### config.mk
export PLATFORM = sky130hd
export DESIGN_NAME = vsaSystem
export DESIGN_NICKNAME = d
export VERILOG_FILES = /design/src/source/vsaPkg.sv /design/src/source/vsaAlu.sv /design/src/source/vsaCore.sv /design/src/source/vsaMemory.sv /design/src/source/vsaRegFile.sv /design/src/source/vsaSystem.sv
export SDC_FILE = /design/constraint.sdc
export NUM_CORES = 1
export LEC_CHECK = 0
export BUFFER_PORTS_ARGS = -buffer_cell sky130_fd_sc_hd__buf_4
export CORE_MARGIN = 1
export CORE_UTILIZATION = 35
export DETAILED_ROUTE_END_ITERATION = 8
export PLACE_DENSITY = 0.63
export SLEW_MARGIN = 20
export SYNTH_ARGS = -nofsm -noshare
export SYNTH_HDL_FRONTEND = slang
export SYNTH_SLANG_ARGS = --single-unit
### constraint.sdc
create_clock -name clock -period 2.8 [get_ports clock]
set_input_delay 0.28 -clock clock [delete_from_list [all_inputs] [get_ports clock]]
set_output_delay 0.28 -clock clock [all_outputs]
set_load 0.02 [all_outputs]
### src/source/vsaPkg.sv
/* Shared types for the 12-bit VSA subsystem. Opcodes 6 and 7 are undefined
   and execute as no-ops. R-format source2 and I-format destination share bits. */
package vsaPkg;

    localparam int dataWidth   = 5;                  // datapath, pc and memory address
    localparam int instrWidth  = 12;
    localparam int memDepth    = 32;                 // words per memory
    localparam int regCount    = 4;                  // R0 hardwired to zero
    localparam int regSelWidth = $clog2(regCount);

    // one-hot would be wider, binary keeps the reference encoding
    typedef enum logic [2:0] {
        stateFetch     = 3'd0,
        stateDecode    = 3'd1,
        stateExecute   = 3'd2,
        stateMemory    = 3'd3,
        stateWriteBack = 3'd4
    } vsaState;

    typedef enum logic [2:0] {
        opLoad       = 3'd0,   // LW
        opStore      = 3'd1,   // SW
        opBranchZero = 3'd2,   // BEQZ
        opAluReg     = 3'd3,   // R-format group
        opAddImm     = 3'd4,   // ADDI
        opSubImm     = 3'd5    // SUBI
    } vsaOpcode;

    typedef enum logic [2:0] {
        funAdd        = 3'd0,
        funSub        = 3'd1,
        funAnd        = 3'd2,
        funOr         = 3'd3,
        funXor        = 3'd4,
        funNot        = 3'd5,  // B ignored
        funShiftRight = 3'd6,  // logical, by one
        funShiftArith = 3'd7   // arithmetic, by one
    } vsaFunction;

    typedef struct packed {
        vsaOpcode                 opcode;        // [11:9]
        logic [regSelWidth-1:0]   source1;       // [8:7]
        logic [regSelWidth-1:0]   source2;       // [6:5]
        logic [regSelWidth-1:0]   destination;   // [4:3]
        vsaFunction               funct;         // [2:0]
    } vsaRFormat;

    typedef struct packed {
        vsaOpcode                 opcode;
        logic [regSelWidth-1:0]   source1;
        logic [regSelWidth-1:0]   destination;   // same bits as r.source2
        logic [dataWidth-1:0]     immediate;     // zero extended in effect
    } vsaIFormat;

    // one word, two views
    typedef union packed {
        vsaRFormat r;
        vsaIFormat i;
    } vsaInstr;

    // data store request, also the system result port
    typedef struct packed {
        logic                     wr;
        logic [dataWidth-1:0]     address;
        logic [dataWidth-1:0]     data;
    } vsaDataWrite;

    typedef struct packed {
        logic                     valid;
        logic [dataWidth-1:0]     address;
        vsaInstr                  instr;
    } vsaProgLoad;

    typedef struct packed {
        logic                     valid;
        logic [dataWidth-1:0]     address;
        logic [dataWidth-1:0]     data;
    } vsaDataLoad;

endpackage

### src/source/vsaAlu.sv
/* Combinational ALU, all arithmetic wraps modulo 32.
   Result for undefined opcodes is zero. */
module vsaAlu (
    input  vsaPkg::vsaInstr                 instr,
    input  logic [vsaPkg::dataWidth-1:0]    operandA,
    input  logic [vsaPkg::dataWidth-1:0]    operandB,
    input  logic [vsaPkg::dataWidth-1:0]    nextPc,
    output logic [vsaPkg::dataWidth-1:0]    result,
    output logic                            zeroFlag
);

    logic [vsaPkg::dataWidth-1:0] imm;
    logic [vsaPkg::dataWidth-1:0] branchOffset;

    assign imm          = instr.i.immediate;
    assign branchOffset = {instr.i.immediate[3:0], 1'b0};  // low four bits, times two

    always_comb begin
        result = '0;
        case (instr.r.opcode)
            vsaPkg::opLoad,
            vsaPkg::opStore:      result = operandA + imm;          // effective address
            vsaPkg::opAddImm:     result = operandA + imm;
            vsaPkg::opSubImm:     result = operandA - imm;
            vsaPkg::opBranchZero: result = nextPc + branchOffset;   // taken target
            vsaPkg::opAluReg: begin
                case (instr.r.funct)
                    vsaPkg::funAdd:        result = operandA + operandB;
                    vsaPkg::funSub:        result = operandA - operandB;
                    vsaPkg::funAnd:        result = operandA & operandB;
                    vsaPkg::funOr:         result = operandA | operandB;
                    vsaPkg::funXor:        result = operandA ^ operandB;
                    vsaPkg::funNot:        result = ~operandA;      // B unused
                    vsaPkg::funShiftRight: result = {1'b0, operandA[4:1]};
                    vsaPkg::funShiftArith: result = {operandA[4], operandA[4:1]};
                    default:               result = '0;
                endcase
            end
            default:              result = '0;
        endcase
    end

    // branch condition, sampled by the core in execute
    assign zeroFlag = (operandA == '0);

endmodule

### src/source/vsaCore.sv
/* Non-pipelined five-state core, every instruction takes exactly 5 cycles.
   Store strobe is a level during the memory state only, no handshake.
   Undefined opcodes 6 and 7 just advance the pc. */
module vsaCore (
    input  logic                            clock,
    input  logic                            reset,
    input  vsaPkg::vsaInstr                 instruction,  // from instruction memory
    output logic [vsaPkg::dataWidth-1:0]    pc,
    input  logic [vsaPkg::dataWidth-1:0]    dataIn,       // data memory read at address
    output vsaPkg::vsaDataWrite             dataWrite
);

    vsaPkg::vsaState                 state;
    logic [vsaPkg::dataWidth-1:0]    npc;        // pc + 2
    vsaPkg::vsaInstr                 ir;
    logic [vsaPkg::dataWidth-1:0]    a;          // first operand
    logic [vsaPkg::dataWidth-1:0]    b;          // second operand, also store data
    logic [vsaPkg::dataWidth-1:0]    aluOutput;  // address, result or branch target
    logic                            cond;       // branch taken
    logic [vsaPkg::dataWidth-1:0]    lmd;        // load data

    // register file and alu hookup
    logic [vsaPkg::dataWidth-1:0]    readA;
    logic [vsaPkg::dataWidth-1:0]    readB;
    logic                            regWrite;
    logic [vsaPkg::regSelWidth-1:0]  regWriteSel;
    logic [vsaPkg::dataWidth-1:0]    regWriteData;
    logic [vsaPkg::dataWidth-1:0]    aluResult;
    logic                            zeroFlag;

    // opcode classes, decoded once from ir
    logic isLoad;
    logic isStore;
    logic isBranch;
    logic isRegReg;
    logic isRegImm;
    logic isKnown;

    assign isLoad   = (ir.r.opcode == vsaPkg::opLoad);
    assign isStore  = (ir.r.opcode == vsaPkg::opStore);
    assign isBranch = (ir.r.opcode == vsaPkg::opBranchZero);
    assign isRegReg = (ir.r.opcode == vsaPkg::opAluReg);
    assign isRegImm = (ir.r.opcode == vsaPkg::opAddImm) || (ir.r.opcode == vsaPkg::opSubImm);
    assign isKnown  = isLoad || isStore || isBranch || isRegReg || isRegImm;

    vsaRegFile regFile (
        .clock       (clock),
        .reset       (reset),
        .readSelA    (ir.r.source1),
        .readSelB    (ir.r.source2),
        .readA       (readA),
        .readB       (readB),
        .writeEnable (regWrite),
        .writeSel    (regWriteSel),
        .writeData   (regWriteData)
    );

    vsaAlu alu (
        .instr    (ir),
        .operandA (a),
        .operandB (b),
        .nextPc   (npc),
        .result   (aluResult),
        .zeroFlag (zeroFlag)
    );

    // sequencer, wraps after write-back
    always_ff @(posedge clock) begin
        if (reset) begin
            state <= vsaPkg::stateFetch;
        end else begin
            case (state)
                vsaPkg::stateFetch:     state <= vsaPkg::stateDecode;
                vsaPkg::stateDecode:    state <= vsaPkg::stateExecute;
                vsaPkg::stateExecute:   state <= vsaPkg::stateMemory;
                vsaPkg::stateMemory:    state <= vsaPkg::stateWriteBack;
                default:                state <= vsaPkg::stateFetch;
            endcase
        end
    end

    // datapath registers, each loaded in exactly one state
    always_ff @(posedge clock) begin
        if (reset) begin
            pc        <= '0;
            npc       <= '0;
            ir        <= '0;
            a         <= '0;
            b         <= '0;
            aluOutput <= '0;
            cond      <= 1'b0;
            lmd       <= '0;
        end else begin
            case (state)
                vsaPkg::stateFetch: begin
                    npc <= pc + 5'd2;
                    ir  <= instruction;
                end
                vsaPkg::stateDecode: begin
                    a <= readA;
                    b <= readB;
                end
                vsaPkg::stateExecute: begin
                    if (isKnown) begin
                        aluOutput <= aluResult;     // held for undefined opcodes
                    end
                    if (isBranch) begin
                        cond <= zeroFlag;
                    end
                end
                vsaPkg::stateMemory: begin
                    if (isLoad) begin
                        lmd <= dataIn;              // combinational read at aluOutput
                    end
                    pc <= (isBranch && cond) ? aluOutput : npc;
                end
                default: ;                          // write-back goes through the register file
            endcase
        end
    end

    // write-back select
    // R-format uses rd, I-format reuses the source2 slot
    assign regWrite     = (state == vsaPkg::stateWriteBack) && (isRegReg || isRegImm || isLoad);
    assign regWriteSel  = isRegReg ? ir.r.destination : ir.i.destination;
    assign regWriteData = isLoad ? lmd : aluOutput;

    assign dataWrite.wr      = (state == vsaPkg::stateMemory) && isStore;
    assign dataWrite.address = aluOutput;
    assign dataWrite.data    = b;

endmodule

### src/source/vsaMemory.sv
/* 32-word memory, combinational read and one synchronous write port.
   No reset, contents survive reset and must be preloaded. */
module vsaMemory #(
    parameter int wordWidth = 12           // 12 for program, 5 for data
) (
    input  logic                            clock,
    input  logic [vsaPkg::dataWidth-1:0]    readAddress,
    output logic [wordWidth-1:0]            readData,
    input  logic                            writeEnable,
    input  logic [vsaPkg::dataWidth-1:0]    writeAddress,
    input  logic [wordWidth-1:0]            writeData
);

    logic [wordWidth-1:0] mem [vsaPkg::memDepth];

    always_ff @(posedge clock) begin
        if (writeEnable) begin
            mem[writeAddress] <= writeData;
        end
    end

    // read sees the old word when read and write hit the same address
    assign readData = mem[readAddress];

endmodule

### src/source/vsaRegFile.sv
/* Four 5-bit registers, two combinational read ports, one write port.
   Writes to index 0 are dropped so R0 always reads zero. */
module vsaRegFile (
    input  logic                               clock,
    input  logic                               reset,
    input  logic [vsaPkg::regSelWidth-1:0]     readSelA,
    input  logic [vsaPkg::regSelWidth-1:0]     readSelB,
    output logic [vsaPkg::dataWidth-1:0]       readA,
    output logic [vsaPkg::dataWidth-1:0]       readB,
    input  logic                               writeEnable,
    input  logic [vsaPkg::regSelWidth-1:0]     writeSel,
    input  logic [vsaPkg::dataWidth-1:0]       writeData
);

    logic [vsaPkg::dataWidth-1:0] regs [vsaPkg::regCount];

    always_ff @(posedge clock) begin
        if (reset) begin
            for (int i = 0; i < vsaPkg::regCount; i++) begin
                regs[i] <= '0;                    // all registers start at zero
            end
        end else if (writeEnable && (writeSel != '0)) begin
            regs[writeSel] <= writeData;          // R0 stays zero
        end
    end

    // reads are plain muxes, no bypass of the write in flight
    assign readA = regs[readSelA];
    assign readB = regs[readSelB];

endmodule

### src/source/vsaSystem.sv
/* Core with instruction and data memories. Load ports are meant for use
   while reset is held, nothing here enforces that.
   Results are only visible through storeOut. */
module vsaSystem (
    input  logic                            clock,
    input  logic                            reset,
    input  vsaPkg::vsaProgLoad              progLoad,
    input  vsaPkg::vsaDataLoad              dataLoad,
    output vsaPkg::vsaDataWrite             storeOut,
    output logic [vsaPkg::dataWidth-1:0]    pc
);

    vsaPkg::vsaInstr                 fetchWord;
    vsaPkg::vsaDataWrite             coreWrite;
    logic [vsaPkg::dataWidth-1:0]    loadData;    // data memory read, feeds lmd

    // data memory write port, load port wins when both are active
    logic                            dataWe;
    logic [vsaPkg::dataWidth-1:0]    dataWa;
    logic [vsaPkg::dataWidth-1:0]    dataWd;

    assign dataWe = dataLoad.valid | coreWrite.wr;
    assign dataWa = dataLoad.valid ? dataLoad.address : coreWrite.address;
    assign dataWd = dataLoad.valid ? dataLoad.data : coreWrite.data;

    vsaCore core (
        .clock       (clock),
        .reset       (reset),
        .instruction (fetchWord),
        .pc          (pc),
        .dataIn      (loadData),
        .dataWrite   (coreWrite)
    );

    // program store, only written through the load port
    vsaMemory #(.wordWidth(vsaPkg::instrWidth)) instrMem (
        .clock        (clock),
        .readAddress  (pc),
        .readData     (fetchWord),
        .writeEnable  (progLoad.valid),
        .writeAddress (progLoad.address),
        .writeData    (progLoad.instr)
    );

    vsaMemory #(.wordWidth(vsaPkg::dataWidth)) dataMem (
        .clock        (clock),
        .readAddress  (coreWrite.address),   // aluOutput, same address for LW and SW
        .readData     (loadData),
        .writeEnable  (dataWe),
        .writeAddress (dataWa),
        .writeData    (dataWd)
    );

    assign storeOut = coreWrite;              // one-cycle level in the memory state

endmodule

==> results of run 1 <==
worst max path at each step:
stage,startpoint,endpoint,slack (ps),cells after the start
floorplan,core.ir[1],core.aluOutput[3],70,11
global placement,core.ir[1],core.aluOutput[3],130,11
detailed placement,core.ir[1],core.aluOutput[3],80,11
CTS,core.ir[1],core.aluOutput[3],70,11
global route,core.ir[1],core.aluOutput[4],0.6,11
finish,core.ir[1],core.aluOutput[4],120,11
stage by stage:
stage / cell area (sq um) / power, mW / hold slack (ps) / std cells
4_1_cts: 29300 / 20.4 / 23.1 / 2690
2_1_floorplan: 25400 / 11.6 / 379 / 1578
3_3_place_gp: 27300 / 12.3 / 474 / 2578
6_report: 29300 / 20.2 / 54.7 / 2690
5_1_grt: 29300 / 20.9 / 40.4 / 2690
3_5_place_dp: 27300 / 12.3 / 477 / 2578
cell families after synthesis:
kind of cell	after synthesis	share of synthesized area
flip-flops	610	0.703
AND/OR/NAND/NOR	270	0.0489
AO/OA/AOI/OAI	269	0.0716
multiplexers	266	0.130
buffers and inverters	112	0.0246
adder cells (fa/ha/maj)	31	0.0161
XOR/XNOR	15	0.00625
other	1	0.000148
metal layers:
metal / track usage / wire length, um / vias up / share of wire
li1: - / - / 6416 / -
met1: 0.220 / 25900 / 7237 / 0.44
met2: 0.262 / 28500 / 390 / 0.48
met3: 0.0200 / 3050 / 97 / 0.052
met4: 0.0470 / 1490 / 0 / 0.025
met5: 0 / 0 / - / 0
registers in the layout, indices dropped and copies added (netlist names):
signal / count
core.a: 5
core.regFile.regs: 20
core.npc: 5
dataMem.mem: 160
core.aluOutput: 5
core.lmd: 5
core.cond: 1
core.ir: 12
core.pc: 5
core.b: 5
instrMem.mem: 384
core.state: 3
layout make-up:
| type | instances | area [sq um] | area share |
|---|---|---|---|
| clock buffer | 69 | 1510 | 0.0517 |
| clock inverter | 43 | 475 | 0.0162 |
| inverter | 22 | 82.6 | 0.00282 |
| multi-input combinational | 856 | 7010 | 0.239 |
| sequential | 610 | 17900 | 0.610 |
| tap | 950 | 1190 | 0.0406 |
| timing repair buffer | 140 | 1160 | 0.0397 |
power breakdown:
group	switching (mW)	total, mW	internal [mW]	leakage [nW]
logic	1.08	1.82	0.744	2.80
clock network	3.46	8.12	4.65	0.973
registers	0.141	10.3	10.1	5.50
what timing repair did:
item | 4_1_cts | 5_1_grt
setup buffers | 0 | 0
gates resized for setup | 0 | 3
endpoints found under the setup margin | 0 | 2
Yosys cell counts, types with 11 or more instances:
library cell,count
a211oi_1,12
buf_6,11
ha_1,28
a22oi_1,98
o21ai_0,25
buf_2,13
edfxtp_1,564
mux4_2,50
nor2_1,127
dfxtp_1,46
inv_1,22
clkbuf_1,48
mux2i_1,208
a21oi_1,83
nand2_1,65
==> impl_results.md, run 1 <==
* Chip width at about 270 um
* Util after Layout at 0.409
* Post-Syn Instances at approximately 1600
* RSZ-0062 raised after global routing: false
* Crit path buf inv count at 2
* Clk_skew at between 20 and 30 ps
* Worst path cell trace: inv_1 > ha_1 > nor2b_1 > buf_4 > mux2i_2 > fa_1 > a21o_1 > a21oi_1 > xnor3_1 > a211o_1 > a311oi_2
* Synth unique cells at 60
* R2R Path Start: core.ir[1]
* Lkg Pwr at 9.27 nW
* MaxCap Viol Count at 0
* CP arrival at 3200 ps
* Synth Cell Area at about 0.025 sq mm
* Final setup fails at 0
* Post-DP HPWL at between 30000 and 40000 um
* Largest net degree at the start of global routing at 52
* Synth area leader: edfxtp_1
* Synth top area share at 0.666
* Core box area at 0.0716 sq mm
* R2R depth at 11
* Largest cells by area after synthesis: edfxtp_1, mux2i_1, mux4_2, dfxtp_1, a22oi_1
* Vias in the first global route at 14352
* DRC viols at 0
* Worst min-delay path startpoint: reset
* Inserted Clock Buffers at 59
* Total Nets Final at approximately 1800
* Ys flop type: edfxtp_1
* Synth async-reset ratio at 0
* Skew-Pair Late Insertion Delay at roughly 620 ps
* CP Capture Type: flop
* Worst Path Required at ~3300 ps
* Fmax at around 370 MHz
* # port buffers at between 40 and 50
* Final WL at approximately 59000 um
* First-pass GRT wire length at around 89000 um
* Vias at roughly 14000
* P per Cell Area at between 600 and 700 mW/mm^2
* Initial core utilization at 0.355
* Final hold viol count at 0
* Commonest cells after routing, fill and taps aside: edfxtp_1, mux2i_1, buf_4
* Grt ovf at 0
* Chip height at 271 um
* Worst slew margin at 0.462
* DR WL/cell at ~22 um
* Rows at 98
* Initial antenna violation count at 0
* R2r setup slk at 120 ps
* Crit path max-delay family: compound AO/OA/AOI/OAI gates
* CTS tree: built
* Iter 0 DRT Violations at 1130
* Cts hold-fix bufs at 0
* CTS max path bufs at 3
* Yosys reg bits at 610
* Die ar. at between 0.07 and 0.08 sq mm
* Antenna Nets Post-Route at 0
* Layout cells sized above 1 at 0.186
* H-tree levels at 2
* All-Layer GR Usage at 0.159
* Hold endpoint: core.a[1]
* IO Count at 47
* ANT cells at 0
* Crit path largest cell delay at 410 ps
* Maximum VDD drop at between 400 and 500 uV
* Worst Hold Depth at 2
* Post-synth EDFFs at between 500 and 600
* Worst setup margin at around 120 ps
* Fill count at approximately 6400
* CTS Root Cell: clkbuf_16
* Yosys Warn Count at 0
* Area delta synth->final at 15.3%
* CTS clk-pin slew, worst paths at 70 ps
* Final setup TNS at 0 ps
* DR vias/cell at ~5.3
* Worst setup path class: flop to flop
* GPL Wtd Cong at about 0.84
* Pins Over Slew Limit at 0
* Fin crit period at approximately 2700 ps
* CP startpoint kind: flop
* Worst Hold Class: primary input to flop
* Outcome: completed
* CP max-delay cell: fa_1
* Final Cycle Share at 0.959
* Sequential area share after synthesis at 0.703
* Mean post-synth cell area at 16.1 sq um
* Most common cell after layout, fill and taps aside: edfxtp_1
* First-pass DRT Iterations at 5
* CTS sink cnt at 610
* Crit Path Max Fanout at 4
* DP Worst Slack at 75.3 ps
* Slew @ Worst Pin at 806 ps
* RR Endpoint: core.aluOutput[4]
No activity file was read; power rests on OpenSTA's default activity.
==> inputs of run 2 (changes only) <==
Settings changed: BUFFER_PORTS_ARGS -buffer_cell sky130_fd_sc_hd__buf_4 to default, DONT_BUFFER_PORTS from default to 1, MAX_ROUTING_LAYER from default to met4.
==> run 2 against run 1 <==
Sequential power about the same. Design area barely moved. Register-to-register slack better by 60 ps. Largest cell class unchanged. Die area unchanged. Critical path type unchanged. First-iteration DRC count grew 2.2%. Worst hold slack improved by 13 ps. Clock skew grew 9.5 ps. Setup slack better by 64 ps. Global-route usage rose by 0.21 points. Core utilization is essentially flat. Critical endpoint unchanged.
==> impl_results.md, run 2 (synthesis gave the netlist of run 1 again) <==
* Post-DP HPWL at 36200 um (was 37400 um)
* Vias at 13902 (was 14140)
* First-pass DRT Iterations at 6 (was 5)
* H-tree levels at 2 (unchanged)
* CP Launch Point: core.ir[0] (was core.ir[1])
* Lkg Pwr at 9.19 nW (was 9.27 nW)
* Initial antenna violation count at 1 (was 0)
* Reg with most FFs: instrMem.mem (unchanged)
* Pins Over Slew Limit at 0 (unchanged)
* Antenna Nets Post-Route at 0 (unchanged)
* CTS Root Cell: clkbuf_16 (unchanged)
* Fin crit period at 2620 ps (was 2680 ps)
* Reg area at 0.0179 sq mm (unchanged)
* Chip height at 271 um (unchanged)
* Rows at 98 (unchanged)
* Overall Power at 20.0 mW (was 20.2 mW)
* Final setup fails at 0 (unchanged)
* RR Endpoint: core.aluOutput[4] (unchanged)
* Switch share at 0.225 (was 0.232)
* Inserted Clock Buffers at 57 (was 59)
* Core box area at 0.0716 sq mm (unchanged)
* Reg power frac at 0.513 (was 0.508)
* Clk_skew at 35.8 ps (was 26.3 ps)
* DR WL/cell at 21.7 um (was 21.9 um)
* Vias in the first global route at 14028 (was 14352)
* CTS max path bufs at 3 (unchanged)
* Final Cycle Share at 0.936 (was 0.959)
* First-pass GRT wire length at 88000 um (was 89300 um)
* Worst min-delay path startpoint: reset (unchanged)
* R2R Path Start: core.ir[0] (was core.ir[1])
* R2r setup slk at 180 ps (was 120 ps)
* Crit Path Max Fanout at 5 (was 4)
* Clock power frac at 0.395 (was 0.402)
* Area delta synth->final at 15.3% (about the same)
* Worst Hold Class: primary input to flop (unchanged)
* Iter 0 DRT Violations at 1155 (was 1130)
* Fill count at 6369 (was 6441)
* DR vias/cell at 5.21 (was 5.26)
* IO Count at 47 (unchanged)
* Worst Path Required at 3290 ps (was 3310 ps)
* Worst Setup EP: core.aluOutput[4] (unchanged)
* Largest registers: instrMem.mem: 384 flops, dataMem.mem: 160 flops, core.regFile.regs: 20 flops (unchanged)
* Outcome: completed (unchanged)
* GPL Wtd Cong at 0.801 (was 0.843)
* Layout Cells excl Fill at 2667 (was 2690)
* Combinational Power Share at 0.092 (was 0.090)
* CTS clk-pin slew, worst paths at 60 ps (was 70 ps)
* Most common cell after layout, fill and taps aside: edfxtp_1 (unchanged)
* P per Cell Area at 682 mW/mm^2 (was 690 mW/mm^2)
* Worst slew margin at 0.301 (was 0.462)
* Largest register FFs at 384 (unchanged)
* Worst setup path class: flop to flop (unchanged)
* Internal cell power at 15.5 mW (about the same)
* Final hold viol count at 0 (unchanged)
* Fmax at 382 MHz (was 373 MHz)
* Skew-Pair Late Insertion Delay at 620 ps (about the same)
* Util after Layout at 0.409 (about the same)
* Switching power at 4.51 mW (was 4.68 mW)
* CTS tree: built (unchanged)
* Chip width at 271 um (unchanged)
* Layout cells sized above 1 at 0.163 (was 0.186)
* # port buffers at 0 (was 46)
* Die ar. at 0.0737 sq mm (unchanged)
* Largest net degree at the start of global routing at 53 (was 52)
* Commonest cells after routing, fill and taps aside: edfxtp_1, mux2i_1, nor2_1 (was edfxtp_1, mux2i_1, buf_4)
* Multi-input logic area at 0.00701 sq mm (about the same)
* Final WL at 57800 um (was 58900 um)
* Grt ovf at 0 (unchanged)
* Initial core utilization at 0.355 (unchanged)
* CTS sink cnt at 610 (unchanged)
* DRC viols at 0 (unchanged)
* CP Capture Type: flop (unchanged)
* All-Layer GR Usage at 0.161 (was 0.159)
* CP arrival at 3110 ps (was 3200 ps)
* CP startpoint kind: flop (unchanged)
* Slew @ Worst Pin at 1050 ps (was 806 ps)
* R2R depth at 12 (was 11)
* Post-Place Cells at 2534 (was 2578)
* Total Nets Final at 1732 (was 1751)
* MaxCap Viol Count at 0 (unchanged)
* Maximum VDD drop at 447 uV (was 493 uV)
run 2: cell types whose count changed in the layout (fill, tap and decap cells not counted), sizes merged:
cell / delta
clkinv: -5
dlygate4sd3: +13
inv: -5
diode: +1
clkbuf: +1
buf: -30
clkinvlp: +2
run 2: area by class of cell:
type                    count  share of cell area
clock buffers              70              0.0518
diodes                      1           0.0000854
repair buffers            123              0.0423
clock inverters            35              0.0137
flip-flops and latches    610               0.610
inverters                  22             0.00282
well taps                 950              0.0406
multi-input cells         856               0.239
run 2: how the worst min path moves through the flow:
stage | end | slack [ps] | depth (start not counted)
3_5_place_dp | core.aluOutput[1] | 370 | 1
4_1_cts | core.regFile.regs[1][2] | 50 | 1
2_1_floorplan | instrMem.mem[0][0] | 380 | 0
5_1_grt | instrMem.mem[7][4] | 80 | 2
6_report | core.regFile.regs[1][2] | 70 | 1
3_3_place_gp | core.aluOutput[1] | 360 | 1
run 2: per-layer routing:
layer  track usage  share of wire
met2         0.262           0.49
met1         0.213           0.44
met3        0.0207          0.050
met5             -              0
met4        0.0418          0.022
run 2: stage by stage:
stage	hold WS (ps)	instance area [sq um]	TNS (ps)	worst slack, ps
floorplan	379	25400	0	73.0
global placement	365	27000	0	113
detailed placement	367	27000	-11.6	-11.6
CTS	47.8	29300	0	78.5
global route	83.9	29300	-5.80	-5.80
finish	67.7	29300	0	179
run 2: power by group through the flow:
stage | clock network [mW] | registers [mW] | logic, mW
after floorplan | 0 | 10.4 | 1.18
after global placement | 0 | 10.4 | 1.63
after detailed placement | 0 | 10.5 | 1.66
after CTS | 8.00 | 10.3 | 1.84
after global routing | 8.36 | 10.3 | 2.00
final | 7.89 | 10.3 | 1.85
run 2: worst max-delay path, stage by stage (launching register included):
cell and delay, ps:
dfxtp_1 340, buf_4 140, inv_1 70, ha_1 220, ha_1 270, nand2_1 70, o21ai_0 120, ha_1 330
a21o_1 160, a21oi_1 150, xnor3_1 220, a2bb2oi_1 140, a311oi_1 270
run 2: repair_timing:
action / 4_1_cts / 5_1_grt
resized for setup: 1 / 3
buffers inserted: 0 / 1
pin swaps: 0 / 2
cloned: 0 / 0
endpoints found under the setup margin: 1 / 2
hold endpoints to repair: 435 / 0
hold buffers: 26 / 0
